===== src/sens_io_pkg.sv =====
////////////////////
// sensor i/o core shared definitions:
// block addresses, control and status word layouts,
// command word union and status payload
////////////////////
package sens_io_pkg;

    // block decode
    localparam logic [15:0] sensio_addr_c      = 16'h0330; // base of the register block
    localparam logic [15:0] sensio_addr_mask_c = 16'h07f8; // low 3 bits select local reg
    localparam logic [2:0]  sensio_ctrl_c      = 3'd0;     // control register
    localparam logic [2:0]  sensio_status_c    = 3'd1;     // status mode register

    localparam logic [7:0]  status_reg_addr_c  = 8'h21;    // first byte of a status packet
    localparam int          cmd_bytes_c        = 6;        // al, ah, d0..d3

    // general purpose pin mode
    typedef enum logic [1:0] {
        gp_float   = 2'd0, // output disabled
        gp_low     = 2'd1,
        gp_high    = 2'd2,
        gp_trigger = 2'd3  // drives high as well
    } gp_mode_e;

    typedef struct packed {
        logic     en;   // update this pin
        gp_mode_e mode;
    } gp_field_t;

    // control register write, bit positions as in the sensor board firmware
    typedef struct packed {
        logic [7:0]      rsvd_hi;  // 31:24
        gp_field_t [3:0] gp;       // 23:12, gp0 at 14:12
        logic [3:0]      rsvd_mid; // 11:8
        logic            pll_en;   // 7
        logic            pll_rst;  // 6, sensor pll reset level
        logic [3:0]      rsvd_lo;  // 5:2
        logic            mrst_en;  // 1
        logic            mrst;     // 0, 0 holds sensor in reset
    } sens_ctrl_t;

    // status mode write
    typedef struct packed {
        logic [23:0] rsvd;
        logic [1:0]  mode; // 0 off, 1 single, 2/3 auto
        logic [5:0]  seq;  // echoed in every packet
    } status_cmd_t;

    // one data word, meaning depends on the local register address
    typedef union packed {
        sens_ctrl_t  ctrl;
        status_cmd_t stat;
    } cmd_word_u;

    typedef struct packed {
        logic       we;   // single cycle write strobe
        logic [2:0] addr; // local register
        cmd_word_u  data;
    } cmd_t;

    // status payload, 10 bits
    typedef struct packed {
        logic       senspgm;         // 9, sensor board present
        logic       sns_mrst;        // 8
        logic       rst_pll;         // 7
        logic       prsts;           // 6
        logic       perr_persistent; // 5
        logic       hact_alive;      // 4
        logic [3:0] gp_di;           // 3:0
    } sens_status_t;

endpackage


===== src/cmd_deser.sv =====
////////////////////
// byte-serial command receiver:
// six byte collection and block address match
////////////////////
`timescale 1ns/1ps

module cmd_deser import sens_io_pkg::*; #(
    parameter logic [15:0] ADDR      = sensio_addr_c,
    parameter logic [15:0] ADDR_MASK = sensio_addr_mask_c
) (
    input  logic       pclk,
    input  logic       async_prst_with_sens_mrst,
    input  logic [7:0] cmd_ad_i,  // al, ah, d0, d1, d2, d3
    input  logic       cmd_stb_i, // with byte 0 only
    output cmd_t       cmd_o
);

    localparam int         sr_bits_c = 8 * cmd_bytes_c;
    localparam logic [2:0] last_c    = 3'(cmd_bytes_c - 1);

    logic [2:0]           cnt_q;   // bytes taken, 0 when idle
    logic                 full_q;  // all bytes in sr_q
    logic [sr_bits_c-1:0] sr_q;    // byte 0 ends up in the low byte
    logic                 addr_hit;
    logic                 we_q;
    logic [2:0]           addr_q;
    logic [31:0]          data_q;

    // only the masked bits have to match the base
    assign addr_hit = ((sr_q[15:0] ^ ADDR) & ADDR_MASK) == 16'h0000;

    always_ff @(posedge pclk or posedge async_prst_with_sens_mrst) begin
        if (async_prst_with_sens_mrst) begin
            cnt_q  <= 3'd0;
            full_q <= 1'b0;
        end else begin
            full_q <= 1'b0;
            if (cmd_stb_i) begin
                cnt_q <= 3'd1;   // restart on every strobe
            end else if (cnt_q == last_c) begin
                cnt_q  <= 3'd0;  // last data byte taken
                full_q <= 1'b1;
            end else if (cnt_q != 3'd0) begin
                cnt_q <= cnt_q + 3'd1;
            end
        end
    end

    // shift in lsb first
    always_ff @(posedge pclk) begin
        if (cmd_stb_i || (cnt_q != 3'd0)) begin
            sr_q <= {cmd_ad_i, sr_q[sr_bits_c-1:8]};
        end
    end

    always_ff @(posedge pclk or posedge async_prst_with_sens_mrst) begin
        if (async_prst_with_sens_mrst) begin
            we_q <= 1'b0;
        end else begin
            we_q <= full_q && addr_hit; // one cycle, ours only
        end
    end

    always_ff @(posedge pclk) begin
        if (full_q) begin
            addr_q <= sr_q[2:0];   // local register
            data_q <= sr_q[47:16]; // d3..d0
        end
    end

    assign cmd_o = {we_q, addr_q, data_q};

endmodule


===== src/sens_ctrl_regs.sv =====
////////////////////
// sensor control register and status mode register,
// each control field with its own enable bit
////////////////////
`timescale 1ns/1ps

module sens_ctrl_regs import sens_io_pkg::*; (
    input  logic        pclk,
    input  logic        async_prst_with_sens_mrst,
    input  cmd_t        cmd_i,
    output logic        sns_mrst_o,       // active low at the sensor
    output logic        rst_pll_o,        // sensor pll reset level
    output logic [3:0]  gp_oe_o,
    output logic [3:0]  gp_do_o,
    output logic        set_ctrl_o,       // pulse on each control write
    output logic        status_mode_wr_o, // pulse on each status write
    output status_cmd_t status_cmd_o
);

    logic       wr_ctrl;
    logic       wr_stat;
    gp_mode_e   gp_q [4];  // per pin mode
    logic [1:0] mode_q;
    logic [5:0] seq_q;

    assign wr_ctrl = cmd_i.we && (cmd_i.addr == sensio_ctrl_c);
    assign wr_stat = cmd_i.we && (cmd_i.addr == sensio_status_c);

    always_ff @(posedge pclk or posedge async_prst_with_sens_mrst) begin
        if (async_prst_with_sens_mrst) begin
            set_ctrl_o       <= 1'b0;
            status_mode_wr_o <= 1'b0;
            sns_mrst_o       <= 1'b0;   // sensor held in reset
            rst_pll_o        <= 1'b0;
            for (int i = 0; i < 4; i++) begin
                gp_q[i] <= gp_float;
            end
        end else begin
            set_ctrl_o       <= wr_ctrl;
            status_mode_wr_o <= wr_stat;
            if (wr_ctrl && cmd_i.data.ctrl.mrst_en) begin
                sns_mrst_o <= cmd_i.data.ctrl.mrst;
            end
            if (wr_ctrl && cmd_i.data.ctrl.pll_en) begin
                rst_pll_o <= cmd_i.data.ctrl.pll_rst;
            end
            for (int i = 0; i < 4; i++) begin
                if (wr_ctrl && cmd_i.data.ctrl.gp[i].en) begin
                    gp_q[i] <= cmd_i.data.ctrl.gp[i].mode;
                end
            end
        end
    end

    // status register, same word seen as status_cmd_t
    always_ff @(posedge pclk or posedge async_prst_with_sens_mrst) begin
        if (async_prst_with_sens_mrst) begin
            mode_q <= 2'd0; // off
            seq_q  <= 6'd0;
        end else if (wr_stat) begin
            mode_q <= cmd_i.data.stat.mode;
            seq_q  <= cmd_i.data.stat.seq;
        end
    end

    assign status_cmd_o = '{rsvd: 24'h0, mode: mode_q, seq: seq_q};

    // pad control from pin modes
    always_comb begin
        for (int i = 0; i < 4; i++) begin
            gp_oe_o[i] = (gp_q[i] != gp_float); // low, high, trigger drive
            gp_do_o[i] = gp_q[i][1];            // high and trigger drive 1
        end
    end

endmodule


===== src/sens_io_monitor.sv =====
////////////////////
// line activity flag, sticky parity error flag,
// pixel side reset stretcher
////////////////////
`timescale 1ns/1ps

module sens_io_monitor (
    input  logic pclk,
    input  logic async_prst_with_sens_mrst,
    input  logic prst_i,            // pixel side reset request
    input  logic dvalid_i,          // pixel data valid level
    input  logic perr_i,            // parity error pulse
    input  logic set_ctrl_i,        // clears both flags
    input  logic sns_mrst_i,        // low while sensor is in reset
    input  logic rst_pll_i,
    output logic hact_alive_o,
    output logic perr_persistent_o,
    output logic prsts_o            // prst including sensor resets
);

    logic       dvalid_q;   // for edge detect
    logic       hold_rst;   // programmed reset sources
    logic [1:0] prst_q;     // stretcher, shifts toward bit 0

    assign hold_rst = prst_i || !sns_mrst_i || rst_pll_i;
    assign prsts_o  = prst_q[0];

    always_ff @(posedge pclk or posedge async_prst_with_sens_mrst) begin
        if (async_prst_with_sens_mrst) begin
            dvalid_q          <= 1'b0;
            hact_alive_o      <= 1'b0;
            perr_persistent_o <= 1'b0;
        end else begin
            dvalid_q <= dvalid_i;
            if (set_ctrl_i) begin
                hact_alive_o <= 1'b0;           // clear has priority
            end else if (dvalid_i && !dvalid_q) begin
                hact_alive_o <= 1'b1;           // line started
            end
            if (set_ctrl_i) begin
                perr_persistent_o <= 1'b0;
            end else if (perr_i) begin
                perr_persistent_o <= 1'b1;
            end
        end
    end

    // falls two cycles after the last source drops
    always_ff @(posedge pclk or posedge async_prst_with_sens_mrst) begin
        if (async_prst_with_sens_mrst) begin
            prst_q <= 2'b11;
        end else if (hold_rst) begin
            prst_q <= 2'b11;
        end else begin
            prst_q <= {1'b0, prst_q[1]};
        end
    end

endmodule


===== src/status_generate.sv =====
////////////////////
// status request logic (single and auto modes)
// and byte packet sender
////////////////////
`timescale 1ns/1ps

module status_generate import sens_io_pkg::*; #(
    parameter logic [7:0] STATUS_ADDR  = status_reg_addr_c,
    parameter int         PAYLOAD_BITS = 10
) (
    input  logic         pclk,
    input  logic         async_prst_with_sens_mrst,
    input  logic         mode_wr_i,      // status register written
    input  status_cmd_t  status_cmd_i,
    input  sens_status_t status_i,
    input  logic         status_start_i, // host takes byte 0
    output logic [7:0]   status_ad_o,
    output logic         status_rq_o
);

    localparam int pkt_bits_c  = PAYLOAD_BITS + 6;       // seq + payload
    localparam int pkt_bytes_c = (pkt_bits_c + 7) / 8;   // bytes after the address
    localparam int pkt_w_c     = 8 * pkt_bytes_c;
    localparam int cnt_bits_c  = $clog2(pkt_bytes_c + 1);

    logic [PAYLOAD_BITS-1:0] payload;
    logic [PAYLOAD_BITS-1:0] sent_q;   // payload of the last packet
    logic [1:0]              mode_q;
    logic [5:0]              seq_q;
    logic                    rq_q;
    logic [cnt_bits_c-1:0]   left_q;   // bytes still to send
    logic [pkt_w_c-1:0]      pkt_q;    // next byte in the low bits
    logic                    start_ok;
    logic                    busy;
    logic                    auto_rq;

    assign payload  = PAYLOAD_BITS'(status_i);
    assign start_ok = status_start_i && rq_q;
    assign busy     = (left_q != '0);
    assign auto_rq  = mode_q[1] && (payload != sent_q) && !busy; // modes 2,3

    always_ff @(posedge pclk or posedge async_prst_with_sens_mrst) begin
        if (async_prst_with_sens_mrst) begin
            mode_q <= 2'd0;
            seq_q  <= 6'd0;
            rq_q   <= 1'b0;
        end else begin
            if (mode_wr_i) begin
                mode_q <= status_cmd_i.mode;
                seq_q  <= status_cmd_i.seq;
            end
            if (start_ok) begin
                rq_q <= 1'b0;                           // host answered
            end else if (mode_wr_i) begin
                rq_q <= (status_cmd_i.mode != 2'd0);    // off cancels pending request
            end else if (auto_rq) begin
                rq_q <= 1'b1;                           // payload changed
            end
        end
    end

    always_ff @(posedge pclk or posedge async_prst_with_sens_mrst) begin
        if (async_prst_with_sens_mrst) begin
            sent_q <= '0;
            left_q <= '0;
        end else if (start_ok) begin
            sent_q <= payload;
            left_q <= cnt_bits_c'(pkt_bytes_c);
        end else if (busy) begin
            left_q <= left_q - 1'b1;
        end
    end

    // byte 1 = {seq, payload[1:0]}, then payload[9:2]
    always_ff @(posedge pclk) begin
        if (start_ok) begin
            pkt_q <= pkt_w_c'({payload[PAYLOAD_BITS-1:2], seq_q, payload[1:0]});
        end else if (busy) begin
            pkt_q <= pkt_q >> 8;
        end
    end

    assign status_rq_o = rq_q;
    assign status_ad_o = rq_q ? STATUS_ADDR :   // byte 0 while waiting
                         busy ? pkt_q[7:0]  :
                                8'h00;

endmodule


===== src/sens_io_top.sv =====
////////////////////
// sensor i/o core top level:
// command receiver, registers, monitor, status sender
////////////////////
`timescale 1ns/1ps

module sens_io_top import sens_io_pkg::*; #(
    parameter logic [15:0] ADDR         = sensio_addr_c,
    parameter logic [15:0] ADDR_MASK    = sensio_addr_mask_c,
    parameter logic [7:0]  STATUS_ADDR  = status_reg_addr_c,
    parameter int          PAYLOAD_BITS = $bits(sens_status_t)
) (
    input  logic       pclk,
    input  logic       async_prst_with_sens_mrst,
    input  logic       prst_i,
    input  logic [7:0] cmd_ad_i,       // al-ah-d0-d1-d2-d3
    input  logic       cmd_stb_i,      // with the first byte
    output logic [7:0] status_ad_o,    // addr - {seq, st[1:0]} - st[9:2]
    output logic       status_rq_o,
    input  logic       status_start_i,
    input  logic       dvalid_i,
    input  logic       perr_i,
    input  logic [3:0] gp_di_i,        // pin readback
    input  logic       senspgm_i,      // sensor board present
    output logic [3:0] gp_oe_o,
    output logic [3:0] gp_do_o,
    output logic       sns_mrst_o,
    output logic       prsts_o
);

    cmd_t         cmd;
    logic         rst_pll;
    logic         set_ctrl;
    logic         status_mode_wr;
    status_cmd_t  status_cmd;
    logic         hact_alive;
    logic         perr_persistent;
    sens_status_t status;

    assign status = '{
        senspgm:         senspgm_i,
        sns_mrst:        sns_mrst_o,
        rst_pll:         rst_pll,
        prsts:           prsts_o,
        perr_persistent: perr_persistent,
        hact_alive:      hact_alive,
        gp_di:           gp_di_i
    };

    cmd_deser #(
        .ADDR      (ADDR),
        .ADDR_MASK (ADDR_MASK)
    ) cmd_deser_i (
        .pclk                      (pclk),
        .async_prst_with_sens_mrst (async_prst_with_sens_mrst),
        .cmd_ad_i                  (cmd_ad_i),
        .cmd_stb_i                 (cmd_stb_i),
        .cmd_o                     (cmd)
    );

    sens_ctrl_regs sens_ctrl_regs_i (
        .pclk                      (pclk),
        .async_prst_with_sens_mrst (async_prst_with_sens_mrst),
        .cmd_i                     (cmd),
        .sns_mrst_o                (sns_mrst_o),
        .rst_pll_o                 (rst_pll),
        .gp_oe_o                   (gp_oe_o),
        .gp_do_o                   (gp_do_o),
        .set_ctrl_o                (set_ctrl),
        .status_mode_wr_o          (status_mode_wr),
        .status_cmd_o              (status_cmd)
    );

    sens_io_monitor sens_io_monitor_i (
        .pclk                      (pclk),
        .async_prst_with_sens_mrst (async_prst_with_sens_mrst),
        .prst_i                    (prst_i),
        .dvalid_i                  (dvalid_i),
        .perr_i                    (perr_i),
        .set_ctrl_i                (set_ctrl),
        .sns_mrst_i                (sns_mrst_o),
        .rst_pll_i                 (rst_pll),
        .hact_alive_o              (hact_alive),
        .perr_persistent_o         (perr_persistent),
        .prsts_o                   (prsts_o)
    );

    status_generate #(
        .STATUS_ADDR  (STATUS_ADDR),
        .PAYLOAD_BITS (PAYLOAD_BITS)
    ) status_generate_i (
        .pclk                      (pclk),
        .async_prst_with_sens_mrst (async_prst_with_sens_mrst),
        .mode_wr_i                 (status_mode_wr),
        .status_cmd_i              (status_cmd),
        .status_i                  (status),
        .status_start_i            (status_start_i),
        .status_ad_o               (status_ad_o),
        .status_rq_o               (status_rq_o)
    );

endmodule


===== config.mk =====
export PLATFORM = sky130hd
export DESIGN_NAME = sens_io_top
export DESIGN_NICKNAME = d
export VERILOG_FILES = /design/src/sens_io_pkg.sv /design/src/cmd_deser.sv /design/src/sens_ctrl_regs.sv /design/src/sens_io_monitor.sv /design/src/status_generate.sv /design/src/sens_io_top.sv
export SDC_FILE = /design/constraint.sdc
export NUM_CORES = 1
export LEC_CHECK = 0
export CORE_MARGIN = 3
export CORE_UTILIZATION = 67
export CTS_CLUSTER_SIZE = 24
export DETAILED_ROUTE_END_ITERATION = 8
export DONT_BUFFER_PORTS = 1
export GPL_TIMING_DRIVEN = 1
export PLACE_DENSITY = 0.91
export SYNTH_ARGS = -nofsm -noshare
export SYNTH_HDL_FRONTEND = slang
export SYNTH_SLANG_ARGS = --single-unit

===== constraint.sdc =====
create_clock -name pclk -period 6.1 [get_ports pclk]
set_clock_uncertainty 0.05 [all_clocks]
set_input_delay 0.61 -clock pclk [delete_from_list [all_inputs] [get_ports pclk]]
set_output_delay 0.61 -clock pclk [all_outputs]
set_load 0.05 [all_outputs]

# Yosys cells after proc, flatten, opt, wreduce, memory -nomap -nowiden
# Index checks and enable logic that the tools add are counted.
# W data, S select, Z words.
[totals]
output_inout_bits = 19
input_bits = 20
elab_cells = 84
reg_bits = 142
[classes]
n_addsub = 2
n_eq_ne = 3
n_reduce_logical = 33
muxes = 19
bitwise = 1
[op_table]
columns = ["cell", "n"]
rows = [
  ["$mux W16", 2],
  ["$reduce_bool A2 Y1", 9],
  ["$logic_not A16 Y1", 1],
  ["$mux W8", 2],
  ["$logic_and A1 B1 Y1", 13],
  ["$ne A10 B10 Y1", 1],
  ["$mux W1", 9],
  ["$mux W3", 3],
  ["$reduce_bool A3 Y1", 3],
  ["$mux W2", 3],
  ["$not A4 Y4", 1],
  ["$add A3 B1 Y3 const B", 1],
  ["$eq A3 B1 Y1 const B", 1],
  ["$eq A3 B3 Y1 const B", 1],
  ["$logic_not A1 Y1", 3],
  ["$logic_not A3 Y1", 1],
  ["$logic_or A1 B1 Y1", 3],
  ["$sub A2 B1 Y2 const B", 1],
]

# Longest topological paths before layout
[depth]
depth_word = 6
mapped_depth = 5
depth_no_buf = 5

# By module
# A second synthesis with hierarchy kept.
[unflattened]
cells_unflattened = 318
hier_area_um2 = 5521.5
[modules_own_cells]
columns = ["mod", "area_each_um2", "cells_each", "seq_area_each_um2", "n_inst"]
rows = [
  ["cmd_deser", 2726.4, 104, 2617.5, 1],
  ["status_generate", 1619.1, 120, 980.9, 1],
  ["sens_ctrl_regs", 1007.2, 81, 500.5, 1],
  ["sens_io_monitor", 168.9, 13, 127.6, 1],
]

# Least setup slack after synthesis
# Ideal clock, no wire load.
[synth_path]
path_kind = "input-to-reg"
from = "input port cmd_stb_i"
to = "register cmd_deser_i.sr_q[0], enable pin"
required_time_ps = 5560
setup_ps = 490
t_arrival_ps = 1718
n_path_buf = 0
stages = 1
setup_slack_ps = 3842
cell_sequence = "or4_1"
[synth_between]
elab_chain_cells = 1
[synth_lines]
columns = ["item", "line_no", "text"]
rows = [
  ["start: declaration", "sens_io_top.sv:17", "input logic cmd_stb_i,"],
  ["$logic_or A1 B1 Y1", "cmd_deser.sv:51", "if (cmd_stb_i || (cnt_q != 3'd0)) begin"],
  ["end signal: assignment", "cmd_deser.sv:52", "sr_q <= {cmd_ad_i, sr_q[sr_bits_c-1:8]};"],
  ["end: declaration", "cmd_deser.sv:23", "logic [sr_bits_c-1:0] sr_q;"],
]
# Every way passes these cells.
# A chain may end at the register's enable or synchronous reset.

# Final worst setup path
[layout_path]
from = "register status_generate_i.rq_q, in the netlist status_generate_i.status_rq_o"
to = "output port status_ad_o[1]"
[layout_between]
elab_chain_cells = 1
[layout_lines]
columns = ["item", "line_no", "text"]
rows = [
  ["start: declaration", "status_generate.sv:30", "logic rq_q;"],
  ["start signal: assignment", "status_generate.sv:55", "rq_q <= (status_cmd_i.mode != 2'd0);"],
  ["$mux W8", "status_generate.sv:84", "assign status_ad_o = rq_q ? STATUS_ADDR :"],
  ["end: declaration", "sens_io_top.sv:18", "output logic [7:0] status_ad_o,"],
]
# Every way passes these cells.

==> run summary <==
Setup Fix Bufs, Post-CTS: 0
Max Cap Violations: 0
Total Routing Usage GR: 0.2370
Max Root-Sink Buffers: 2
first-pass GRT wire length: 14.21 mm
# rows: 30
syn_nets: 296
Hold Vio Cnt, Final: 0
Crit Path Max Fanout: 15
setup_tns: 0 ns
Wirelength per Cell: 22.27 um
Starting Density: 0.7032
period utilisation layout: 0.4547
initial antenna violation count: 0
vias in the first global route: 2,592
Worst EP arrival: 2.11 ns
antenna-violating nets left: 0
Leakage Power: 2.373 nW
worst hold slack: 0.07052 ns
Chip Height: 91.38 um
final wirelength: 8.775 mm
layout cells sized above 1: 0.2517
CTS Root Cell: clkbuf_8
Crit Path Category: reg2out
element type at the critical path end: output port
I/O Buffers: 0
DRC viols: 0
Pre-antenna DRT Iters: 5
1st-iter DRT viols: 252
mean post-synth cell area: 17.76 sq um
peak supply drop: 398.8 uV
DIE AREA: 0.008349 sq mm
die width: 91.38 um
Core ar.: 0.006944 sq mm
Via density: 6.041
Post-Syn Area: 0.004883 sq mm
Slew headroom: 0.2981
register area: 0.003866 sq mm
Synth-to-Final Area Change: 15.27%
Netlist cell types: 32
vias post-DR: 2,380
Tmin final: 2.773 ns
Reg clk slew, reported paths: 0.06 ns
area of the multi-input gates: 944.7 sq um
final setup fails: 0
H-Tree Depth: 4
# diodes: 0
I/O Pins: 39
YS warnings: 0
status: finished, final reports clean
dpl hpwl: 4.951 mm
largest net degree at the start of global routing: 51
Max Clock Freq: 0.3606 GHz
HP Class: in2reg
CTS tree: done
RSZ-0062 raised after global routing: no
clock sinks: 137
WP data required: 5.44 ns
Setup crit start kind: register
GRT overflow: 0
Pwr Density: 495.3 mW/mm^2
Mapped Cells: 275
number of buffers created by CTS: 17
FILL cells: 298
CTS hold repair buffers: 0
fin nets: 306
Util after Layout: 0.8106
number of synthesized register bits: 137
GPL Wtd Cong: 0.8048
measured slew at the worst slew-check pin: 1.053 ns
cts repair resizes: 0
sequential-to-total area share from yosys stat: 0.7917
Max Transition Viols Final: 0
clock latency on the worst-skew pair: 0.52 ns
## area by class of cell
| class | count | share of cell area |
|---|---|---|
| sequential | 137 | 0.6868 |
| multi-input combinational | 123 | 0.1678 |
| clock buffer | 21 | 0.08157 |
| clock inverter | 11 | 0.03845 |
| tap | 96 | 0.02134 |
| inverter | 6 | 0.004001 |
## worst max-delay path, cell delays in order, from the launching register on
cell	delay (ns)
dfrtp_1	0.68
nor2_1	0.40
and2_1	0.51
## synth_stat cells (all sizes together)
master  count  area [sq um]
or3b        1         8.760
nor4bb      1         10.01
or2         6         37.54
nand4       2         12.51
nor4b       2         32.53
a21oi       1         5.000
a211oi      1         7.510
inv         6         22.52
and2        7         43.79
dfrtp      48          1201
mux2       32         360.4
nand3       2         10.01
ha          1         12.51
and4bb      1         12.51
o31a        1         8.760
edfxtp     87          2613
or4         1         7.510
mux2i       2         20.02
xnor2      10         87.58
dfstp       2         52.55
clkbuf      3         11.26
a21boi      1         7.510
nor3        1         5.000
xor2        1         8.760
buf         6         40.04
and3        8         50.05
nand2      21         78.83
nor2        9         33.78
nor3b       1         7.510
a21o       10         75.07
## power by group
| part | total, W | internal (W) | switching (W) |
|---|---|---|---|
| Clock | 0.00115 | 0.000779 | 0.000375 |
| Combinational | 0.000313 | 0.0000931 | 0.000220 |
| Sequential | 0.00132 | 0.00122 | 0.0000969 |
## placed cells by master, fill, tap and decap left out, types with 7 or more instances in the layout
cell type,instances
a21o_1,10
and2_1,7
clkbuf_16,16
dfrtp_1,48
xnor2_1,10
nor2_1,9
mux2_2,32
and3_1,8
nand2_1,21
edfxtp_1,87
## sequential cells by signal, summed over array words and instances, names as in the netlist, 2 cells and up
signal	count
cmd_deser_i.cnt_q	3
status_generate_i.left_q	2
cmd_deser_i.data_q	20
cmd_deser_i.addr_q	3
cmd_deser_i.sr_q	48
sens_ctrl_regs_i.mode_q	2
sens_io_monitor_i.prst_q	2
status_generate_i.sent_q	10
sens_ctrl_regs_i.gp_do_o	4
sens_ctrl_regs_i.seq_q	6
status_generate_i.pkt_q	16
status_generate_i.seq_q	6
sens_ctrl_regs_i.gp_q	4
## kinds of logic (layout without fill, tap and decap cells)
family	count (synthesis)	count (layout)	share of synthesized area
flip-flops	137	137	0.7917
AND/OR/NAND/NOR	63	63	0.07174
multiplexers	34	34	0.07789
buffers and inverters	15	38	0.01512
AO/OA/AOI/OAI	14	14	0.02127
XOR/XNOR	11	11	0.01973
adder cells (fa/ha/maj)	1	1	0.002562
## through the flow
stage,area (sq um),total power [W],setup slack (ns),std cells
floorplan,4883,0.001553,3.842,275
global placement,4954,0.001596,3.833,362
finish,5629,0.002788,3.327,394
global route,5629,0.002873,3.236,394
detailed placement,4954,0.001631,3.734,362
CTS,5629,0.002800,3.309,394
## path summary, 6_finish.rpt
check,startpoint,endpoint,depth (start not counted),slack [ns]
setup / recovery,status_generate_i.status_rq_o$_DFFE_PP0P_,status_ad_o[1],2,3.33
hold / removal,dvalid_i,sens_io_monitor_i.dvalid_q$_DFF_PP0_,0,0.07
setup reg to reg,status_generate_i.status_rq_o$_DFFE_PP0P_,status_generate_i.pkt_q[14]$_SDFFCE_PN0P_,2,3.68
hold reg to reg,cmd_deser_i.sr_q[6]$_DFFE_PP_,cmd_deser_i.we_q$_DFF_PP0_,1,0.36
max in group asynchronous,async_prst_with_sens_mrst,status_generate_i.seq_q[4]$_DFFE_PP0P_,1,5.18
min in group asynchronous,async_prst_with_sens_mrst,sens_io_monitor_i.hact_alive_o$_DFFE_PP0P_,1,0.17
## routing by layer
metal | up-vias | routed length, um | GRT usage
li1 | 1015 | - | -
met1 | 1203 | 3480 | 0.2863
met2 | 127 | 4416 | 0.3752
met3 | 35 | 582 | 0.08699
met4 | 0 | 296 | 0.1244
met5 | - | 0 | 0
No activity file was read; power rests on OpenSTA's default activity.
